## config.mk

```make
export PLATFORM = sky130hd
export DESIGN_NAME = switch_4port
export DESIGN_NICKNAME = d
export VERILOG_FILES = /design/src/switch_pkg.sv /design/src/fabric_ctrl.sv /design/src/ingress_fifo.sv /design/src/output_arbiter.sv /design/src/packet_holder.sv /design/src/switch_4port.sv
export SDC_FILE = /design/constraint.sdc
export NUM_CORES = 1
export LEC_CHECK = 0
export BUFFER_PORTS_ARGS = -buffer_cell sky130_fd_sc_hd__buf_2
export CELL_PAD_IN_SITES_DETAIL_PLACEMENT = 0
export CELL_PAD_IN_SITES_GLOBAL_PLACEMENT = 1
export CORE_MARGIN = 8
export CORE_UTILIZATION = 33
export CTS_BUF_LIST = sky130_fd_sc_hd__clkbuf_4
export CTS_CLUSTER_DIAMETER = 150
export DETAILED_ROUTE_END_ITERATION = 6
export PLACE_DENSITY = 0.52
export SLEW_MARGIN = 40
export SYNTH_ARGS = -nofsm -noshare
export SYNTH_HDL_FRONTEND = slang
export SYNTH_SLANG_ARGS = --single-unit
```

## constraint.sdc

```tcl
create_clock -name clk -period 4.15 [get_ports clk]
set_input_delay 0 -clock clk [delete_from_list [all_inputs] [get_ports clk]]
set_output_delay 0 -clock clk [all_outputs]
set_load 0.02 [all_outputs]
```

## src/switch_pkg.sv

```systemverilog
// Shared definitions for the four-port packet switch fabric
// Widths, packet and port structs, fabric state encoding

package switch_pkg;

  // --------------------------------------------------------------------------
  // Sizes
  // --------------------------------------------------------------------------

  // Port count is fixed, the target mask has one bit per port
  localparam int num_ports   = 4;
  localparam int data_width  = 8;
  localparam int grant_width = 2;

  // Ingress buffering per input
  localparam int fifo_depth     = 8;
  localparam int fifo_ptr_width = $clog2(fifo_depth);
  // One extra bit so that a full FIFO can be counted
  localparam int fifo_cnt_width = fifo_ptr_width + 1;

  // --------------------------------------------------------------------------
  // Packet types
  // --------------------------------------------------------------------------

  // One bit per port, bit i stands for port i
  typedef logic [num_ports-1:0] port_mask_t;

  // Target mask with every port set
  localparam port_mask_t broadcast_target = '1;

  // Packet as it travels through the fabric
  typedef struct packed {
    port_mask_t            src;   // One-hot sender
    port_mask_t            tgt;   // Destination mask
    logic [data_width-1:0] data;
  } pkt_t;

  // Packet with its qualifier
  // Used on the ports, at a FIFO head and for a held packet
  typedef struct packed {
    logic valid;
    pkt_t pkt;
  } port_t;

  // --------------------------------------------------------------------------
  // Fabric sequencing
  // --------------------------------------------------------------------------

  // Round of receive, route, transmit; idle when there is no work
  typedef enum logic [1:0] {
    st_idle     = 2'b00,
    st_receive  = 2'b01,
    st_route    = 2'b10,
    st_transmit = 2'b11
  } fabric_state_t;

endpackage

```

## src/fabric_ctrl.sv

```systemverilog
// Fabric sequencer
// Steps through receive, route and transmit while packets are waiting

module fabric_ctrl (
  input  logic                      clk,
  input  logic                      rst_n,
  input  switch_pkg::port_mask_t    fifo_ready,
  input  switch_pkg::port_mask_t    held,
  output switch_pkg::fabric_state_t state
);

  import switch_pkg::*;

  fabric_state_t next_state;
  logic          work;

  // Something buffered or something still held
  assign work = (|fifo_ready) || (|held);

  // --------------------------------------------------------------------------
  // Next state
  // --------------------------------------------------------------------------

  always_comb begin
    next_state = state;
    case (state)
      st_idle:     if (work) next_state = st_receive;
      st_receive:  next_state = st_route;
      st_route:    next_state = st_transmit;
      // Back to receive while work remains
      st_transmit: next_state = work ? st_receive : st_idle;
      default:     next_state = st_idle;
    endcase
  end

  always_ff @(posedge clk or negedge rst_n) begin
    if (!rst_n) begin
      state <= st_idle;
    end else begin
      state <= next_state;
    end
  end

endmodule

```

## src/ingress_fifo.sv

```systemverilog
// Ingress path for one input port
// Checks each offered packet and buffers the accepted ones in order
// Head shows the oldest buffered packet

module ingress_fifo (
  input  logic             clk,
  input  logic             rst_n,
  input  switch_pkg::port_t port_in,
  input  logic             pop,
  output switch_pkg::port_t head
);

  import switch_pkg::*;

  // --------------------------------------------------------------------------
  // Validation
  // --------------------------------------------------------------------------

  logic pkt_ok;
  logic full;
  logic wr_en;
  logic rd_en;

  // Sender must be one-hot and at least one target set
  // A target may include the sender only for a broadcast
  assign pkt_ok = $onehot(port_in.pkt.src)
               && (|port_in.pkt.tgt)
               && ((port_in.pkt.tgt == broadcast_target)
                   || ((port_in.pkt.tgt & port_in.pkt.src) == '0));

  // Rejected or overflowing packets are dropped, no back-pressure
  assign wr_en = port_in.valid && pkt_ok && !full;

  // --------------------------------------------------------------------------
  // Circular buffer
  // --------------------------------------------------------------------------

  pkt_t                      mem [fifo_depth];
  logic [fifo_ptr_width-1:0] wr_ptr;
  logic [fifo_ptr_width-1:0] rd_ptr;
  logic [fifo_cnt_width-1:0] count;

  assign full  = (count == fifo_cnt_width'(fifo_depth));
  assign rd_en = pop && head.valid;

  // Oldest entry, valid whenever something is stored
  assign head.valid = (count != '0);
  assign head.pkt   = mem[rd_ptr];

  // Storage, written only for accepted packets
  always_ff @(posedge clk) begin
    if (wr_en) begin
      mem[wr_ptr] <= port_in.pkt;
    end
  end

  // Pointers wrap by overflow, depth is a power of two
  always_ff @(posedge clk or negedge rst_n) begin
    if (!rst_n) begin
      wr_ptr <= '0;
      rd_ptr <= '0;
      count  <= '0;
    end else begin
      if (wr_en) begin
        wr_ptr <= wr_ptr + 1'b1;
      end
      if (rd_en) begin
        rd_ptr <= rd_ptr + 1'b1;
      end
      case ({wr_en, rd_en})
        2'b10:   count <= count + 1'b1;
        2'b01:   count <= count - 1'b1;
        default: count <= count;   // Idle or simultaneous push and pop
      endcase
    end
  end

endmodule

```

## src/output_arbiter.sv

```systemverilog
// Round-robin arbiter and data select for one output port
// Picks among the inputs whose held packet still targets this output

module output_arbiter (
  input  logic                      clk,
  input  logic                      rst_n,
  input  switch_pkg::fabric_state_t state,
  input  switch_pkg::port_mask_t    req,
  input  switch_pkg::port_t         cand [switch_pkg::num_ports],
  output switch_pkg::port_mask_t    gnt,
  output switch_pkg::port_t         port_out
);

  import switch_pkg::*;

  logic [grant_width-1:0] ptr;
  logic [grant_width-1:0] sel;
  logic [grant_width-1:0] idx;
  logic                   found;

  // --------------------------------------------------------------------------
  // Search from the pointer, wrapping past the last input
  // --------------------------------------------------------------------------

  always_comb begin
    found = 1'b0;
    sel   = ptr;
    idx   = ptr;
    for (int k = 0; k < num_ports; k++) begin
      // Two-bit sum wraps modulo four
      idx = ptr + k[grant_width-1:0];
      if (!found && req[idx]) begin
        found = 1'b1;
        sel   = idx;
      end
    end
  end

  // --------------------------------------------------------------------------
  // Grant and output drive
  // --------------------------------------------------------------------------

  // Grant only inside the transmit window
  always_comb begin
    gnt = '0;
    if ((state == st_transmit) && found) begin
      gnt[sel] = 1'b1;
    end
  end

  // Idle output carries an all-zero packet
  always_comb begin
    port_out = '0;
    if (|gnt) begin
      port_out.valid = 1'b1;
      port_out.pkt   = cand[sel].pkt;
    end
  end

  // Pointer moves past the winner only when a packet actually left
  always_ff @(posedge clk or negedge rst_n) begin
    if (!rst_n) begin
      ptr <= '0;
    end else if (|gnt) begin
      ptr <= sel + 1'b1;
    end
  end

endmodule

```

## src/packet_holder.sv

```systemverilog
// Current packet register for one input
// Keeps the packet until every output in its target mask has taken it
// and pulls the next one from the ingress FIFO

module packet_holder (
  input  logic                      clk,
  input  logic                      rst_n,
  input  switch_pkg::fabric_state_t state,
  input  switch_pkg::port_t         head,
  input  switch_pkg::port_mask_t    served,
  output logic                      pop,
  output switch_pkg::port_t         cur,
  output switch_pkg::port_mask_t    pending
);

  import switch_pkg::*;

  logic       cur_valid;
  pkt_t       cur_pkt;
  port_mask_t served_q;
  logic       done;

  // --------------------------------------------------------------------------
  // Status
  // --------------------------------------------------------------------------

  // All targets covered by the outputs that already took the packet
  assign done = cur_valid && ((cur_pkt.tgt & ~served_q) == '0);

  // Outputs still to be reached, zero while nothing is held
  assign pending = cur_valid ? (cur_pkt.tgt & ~served_q) : '0;

  assign cur.valid = cur_valid;
  assign cur.pkt   = cur_pkt;

  // Load slot is the receive phase only
  assign pop = (state == st_receive) && (!cur_valid || done) && head.valid;

  // --------------------------------------------------------------------------
  // Control state
  // --------------------------------------------------------------------------

  always_ff @(posedge clk or negedge rst_n) begin
    if (!rst_n) begin
      cur_valid <= 1'b0;
      served_q  <= '0;
    end else if (pop) begin
      // New packet, no output has seen it yet
      cur_valid <= 1'b1;
      served_q  <= '0;
    end else if (done && !head.valid) begin
      // Finished and nothing behind it
      cur_valid <= 1'b0;
      served_q  <= '0;
    end else begin
      // Grants only arrive in transmit
      served_q <= served_q | served;
    end
  end

  // --------------------------------------------------------------------------
  // Payload
  // --------------------------------------------------------------------------

  always_ff @(posedge clk) begin
    if (pop) begin
      cur_pkt <= head.pkt;
    end
  end

endmodule

```

## src/switch_4port.sv

```systemverilog
// Four-port packet switch fabric
// Per-input ingress FIFO and packet holder, per-output round-robin arbiter,
// one sequencer that opens the transmit window

module switch_4port (
  input  logic              clk,
  input  logic              rst_n,
  input  switch_pkg::port_t port_in  [switch_pkg::num_ports],
  output switch_pkg::port_t port_out [switch_pkg::num_ports]
);

  import switch_pkg::*;

  // --------------------------------------------------------------------------
  // Internal wiring
  // --------------------------------------------------------------------------

  fabric_state_t state;

  // Per input
  port_t      head    [num_ports];
  logic       pop     [num_ports];
  port_t      cur     [num_ports];
  port_mask_t pending [num_ports];   // Indexed by output
  port_mask_t served  [num_ports];   // Indexed by output

  // Per output
  port_mask_t req [num_ports];       // Indexed by input
  port_mask_t gnt [num_ports];       // Indexed by input

  // Sequencer status
  port_mask_t fifo_ready;
  port_mask_t held;

  // --------------------------------------------------------------------------
  // Input side
  // --------------------------------------------------------------------------

  for (genvar i = 0; i < num_ports; i++) begin : g_in
    ingress_fifo u_fifo (
      .clk     (clk),
      .rst_n   (rst_n),
      .port_in (port_in[i]),
      .pop     (pop[i]),
      .head    (head[i])
    );

    packet_holder u_holder (
      .clk     (clk),
      .rst_n   (rst_n),
      .state   (state),
      .head    (head[i]),
      .served  (served[i]),
      .pop     (pop[i]),
      .cur     (cur[i]),
      .pending (pending[i])
    );

    assign fifo_ready[i] = head[i].valid;
    assign held[i]       = cur[i].valid;
  end

  // --------------------------------------------------------------------------
  // Request and grant transpose
  // --------------------------------------------------------------------------

  // Input i asks output j when bit j of its pending mask is set
  // and output j marks input i as served through bit i of its grant
  always_comb begin
    for (int i = 0; i < num_ports; i++) begin
      for (int j = 0; j < num_ports; j++) begin
        req[j][i]    = pending[i][j];
        served[i][j] = gnt[j][i];
      end
    end
  end

  // --------------------------------------------------------------------------
  // Output side
  // --------------------------------------------------------------------------

  for (genvar j = 0; j < num_ports; j++) begin : g_out
    output_arbiter u_arb (
      .clk      (clk),
      .rst_n    (rst_n),
      .state    (state),
      .req      (req[j]),
      .cand     (cur),
      .gnt      (gnt[j]),
      .port_out (port_out[j])
    );
  end

  // --------------------------------------------------------------------------
  // Sequencer
  // --------------------------------------------------------------------------

  fabric_ctrl u_ctrl (
    .clk        (clk),
    .rst_n      (rst_n),
    .fifo_ready (fifo_ready),
    .held       (held),
    .state      (state)
  );

endmodule

```

==> impl_metrics.ini <==
[setup_path]
cp.required_ns = 4.15
path_depth = 10
critPathMaxStageDelay_ns = 0.60
start_kind = flop
crit_path_cell_trace = buf_4 > nand3b_2 > or3b_4 > a41oi_4 > inv_1 > ha_1 > o41a_4 > nand2b_4 > o22ai_2 > buf_2
cp.arrival_ns = 3.93
worst-path-buf-inv = 3
cp_max_fo = 8
r2r_cells = 10
cp-end-kind = output pin
critPathKind = flop to output pin
path_delay_family = compound AO/OA/AOI/OAI gates
critPathSlowestCell = o41a_4

[die]
ios = 138
die_x_um = 308
design.core.area_um2 = 84700
die_area_um2 = 94800
num_rows = 107
die_y_um = 308
start_util = 0.332

[sta]
fin_tns_setup_ns = 0
tightest_slew_ns = 0.746
final.min_clock_period_ns = 3.93
finalClockSkew_ns = 0.0543
slew_headroom = 0.502
setup_slack_ns = 0.219
fin_crit_sh = 0.947
setup_viol = 0
finalHoldViolations = 0
fmax_ghz = 0.254
slew_violations = 0

[clock_tree]
htreeDepth = 4
cts_tree = done
cts.sinks = 646
cts_buffers = 178
cts_max_path_buffers = 3
cts_root_buf = clkbuf_4
clk_pin_slew_ns = 0.07
clkLatencyLatePin_ns = 1.01

[yosys]
syn-cell-area_um2 = 28100
yosysSeqAreaShare = 0.678
synth_nets = 1659
synth_top_area_share = 0.615
syn_avg_cell_area_um2 = 18.4
synth_common_cells = edfxtp_1, mux2i_1, mux4_2, mux2_2, dfrtp_1
async_reset_ff_frac = 0.108
yosysWarnings = 0
synth_cell_type_count = 56
synth.area.top_cells = edfxtp_1, mux4_2, dfrtp_1, mux2i_1, mux2_2
synth-main-ff-cell = edfxtp_1
synth-edff-count = 576
ys_seq_elements = 646
netlist_instances = 1530
synth.most_common_cell = edfxtp_1
synth_top_area_cell = edfxtp_1

[place]
portBuffers = 137
post-place-ws_ns = 0.467
routabilityCongestion = 0.819
dp_hpwl_mm = 48.1
placed_area_um2 = 30500
placedCellCount = 2800

[cells_and_area]
drive_gt1_frac = 0.385
ff_latch_area_um2 = 19100
final_area_um2 = 34600
multi_input_area_um2 = 8810
nets = 2141
fin_cells = 3302
fillCellCount = 7818
finish.utilization = 0.408
area_delta_synth_final_pct = 23.1

[global_routing]
grt_max_degree = 45
antenna_found_initial = 6
grt_use_total = 0.159
grt_first_pass_wirelength_mm = 111
grt_use_met2 = 0.246
use_met1 = 0.210
met3_usage = 0.0482
grt_pass1_vias = 17200
overflow = 0
global_route.peak_usage_layer = met2

[job]
maxCapViolCount = 0

[hold_path]
hold_depth = 7
hp-class = input pin to flop

[drt]
wl_per_cell_um = 22.8
dr.pass1.iters = 5
ant_nets = 0
drc = 0
vias_per_cell = 4.90
num_vias = 16200
drt_wl_total_mm = 75.2
drt_first_iter_violations = 851

[power_and_ir_drop]
pwr_density_cell_nw_per_um2 = 704
peakVddDrop_mv = 0.491
leakage_nw = 12.5

[run_status]
status = finished, final reports clean
## power by group
part	switching, mW	internal, mW
Sequential	1.33	7.85
Clock	2.64	3.01
Combinational	5.07	4.47
## layout by cell type, fill, tap and decap left out, types with 9 or more instances in the layout
cell type | synthesis | final
a21oi_1 | 25 | 25
a22oi_1 | 9 | 9
buf_2 | 20 | 137
buf_4 | 9 | 95
clkbuf_4 | 0 | 267
clkinv_1 | 0 | 33
clkinv_2 | 0 | 10
dfrtp_1 | 70 | 54
dfrtp_2 | 0 | 12
dlygate4sd3_1 | 0 | 136
edfxtp_1 | 576 | 576
ha_1 | 51 | 50
inv_1 | 36 | 35
mux2_2 | 75 | 75
mux2i_1 | 128 | 128
mux4_2 | 128 | 128
nand2_1 | 38 | 35
nand2b_1 | 23 | 21
nand3b_1 | 12 | 12
nand4_1 | 12 | 12
nor2_1 | 46 | 43
nor3b_2 | 0 | 16
o21ai_0 | 15 | 15
o22ai_1 | 42 | 35
o22ai_2 | 21 | 28
xnor2_1 | 16 | 16
xor2_1 | 16 | 16
## cells by family (layout without fill, tap and decap cells)
kind of cell / after synthesis / in the layout / synth area share
compound gates: 155 / 155 / 0.0445
xor+xnor: 32 / 32 / 0.00997
fa+ha+maj: 59 / 59 / 0.0284
buf+inv: 109 / 729 / 0.0199
flops: 646 / 646 / 0.678
mux: 331 / 331 / 0.178
other cells: 0 / 6 / 0
simple gates: 198 / 200 / 0.0416
## worst register-to-register path, cell delays in order, from the launching register on
cell and delay, ns:
dfrtp_1 0.42, or4_1 0.68, nand2_1 0.23, nor2_1 0.11, ha_1 0.28, ha_1 0.28, a21o_1 0.18, a21oi_1 0.18
xnor2_1 0.14, nor2_1 0.06, xor2_1 0.14
## layer usage
layer  vias up  wire length [µm]
met5         -                 0
li1       7342                 -
met2       453             34700
met3       126              4870
met4         0              1830
met1      8263             33800
## flip-flops by register name (all words and copies together) (netlist names), 4 cells and up
register and flops:
g_in.u_fifo.rd_ptr 12, g_in.u_fifo.wr_ptr 12, g_in.u_holder.served_q 16, g_in.u_fifo.count 16
g_out.u_arb.ptr 8, g_in.u_fifo.mem 512, g_in.u_holder.cur 64, g_in.u_holder.cur_valid 4
## per-stage QoR
| step | power (mW) | hold WS (ns) |
|---|---|---|
| final | 24.4 | 0.175 |
| after global routing | 25.8 | 0.0916 |
| after CTS | 24.4 | 0.000325 |
| after detailed placement | 18.2 | 0.116 |
| after global placement | 18.2 | 0.0969 |
| after floorplan | 15.4 | -0.296 |
## area by class of cell
cell class / instances / share of cell area
Antenna cell: 6 / 0.000434
Clock buffer: 267 / 0.0579
Clock inverter: 53 / 0.00781
Inverter: 36 / 0.00391
Multi-Input combinational cell: 777 / 0.255
Sequential cell: 646 / 0.551
Tap cell: 1144 / 0.0414
Timing Repair Buffer: 373 / 0.0826
## what timing repair did
action	in CTS	in global routing
setup endpoints to repair	60	56
endpoints found under the hold margin	1005	0
gates cloned	2	0
setup buffers	17	20
pin swaps	6	11
hold buffers	137	0
resized for setup	22	20
## path summary, 6_finish.rpt
check	start	end	slack [ns]
setup / recovery	g_in[1].u_holder.cur_valid$_DFFE_PN0P_	port_out[60]	0.22
setup reg to reg	g_in[3].u_fifo.count[0]$_DFFE_PN0P_	g_in[3].u_fifo.count[3]$_DFFE_PN0P_	1.30
min in group asynchronous	rst_n	g_in[0].u_fifo.rd_ptr[0]$_DFFE_PN0P_	0.66
hold / removal	port_in[16]	g_in[3].u_fifo.wr_ptr[2]$_DFFE_PN0P_	0.17
max in group asynchronous	rst_n	g_in[2].u_fifo.rd_ptr[1]$_DFFE_PN0P_	3.09
hold reg to reg	g_in[2].u_fifo.wr_ptr[0]$_DFFE_PN0P_	g_in[2].u_fifo.wr_ptr[0]$_DFFE_PN0P_	0.52
(Power assumes the default switching activity.)
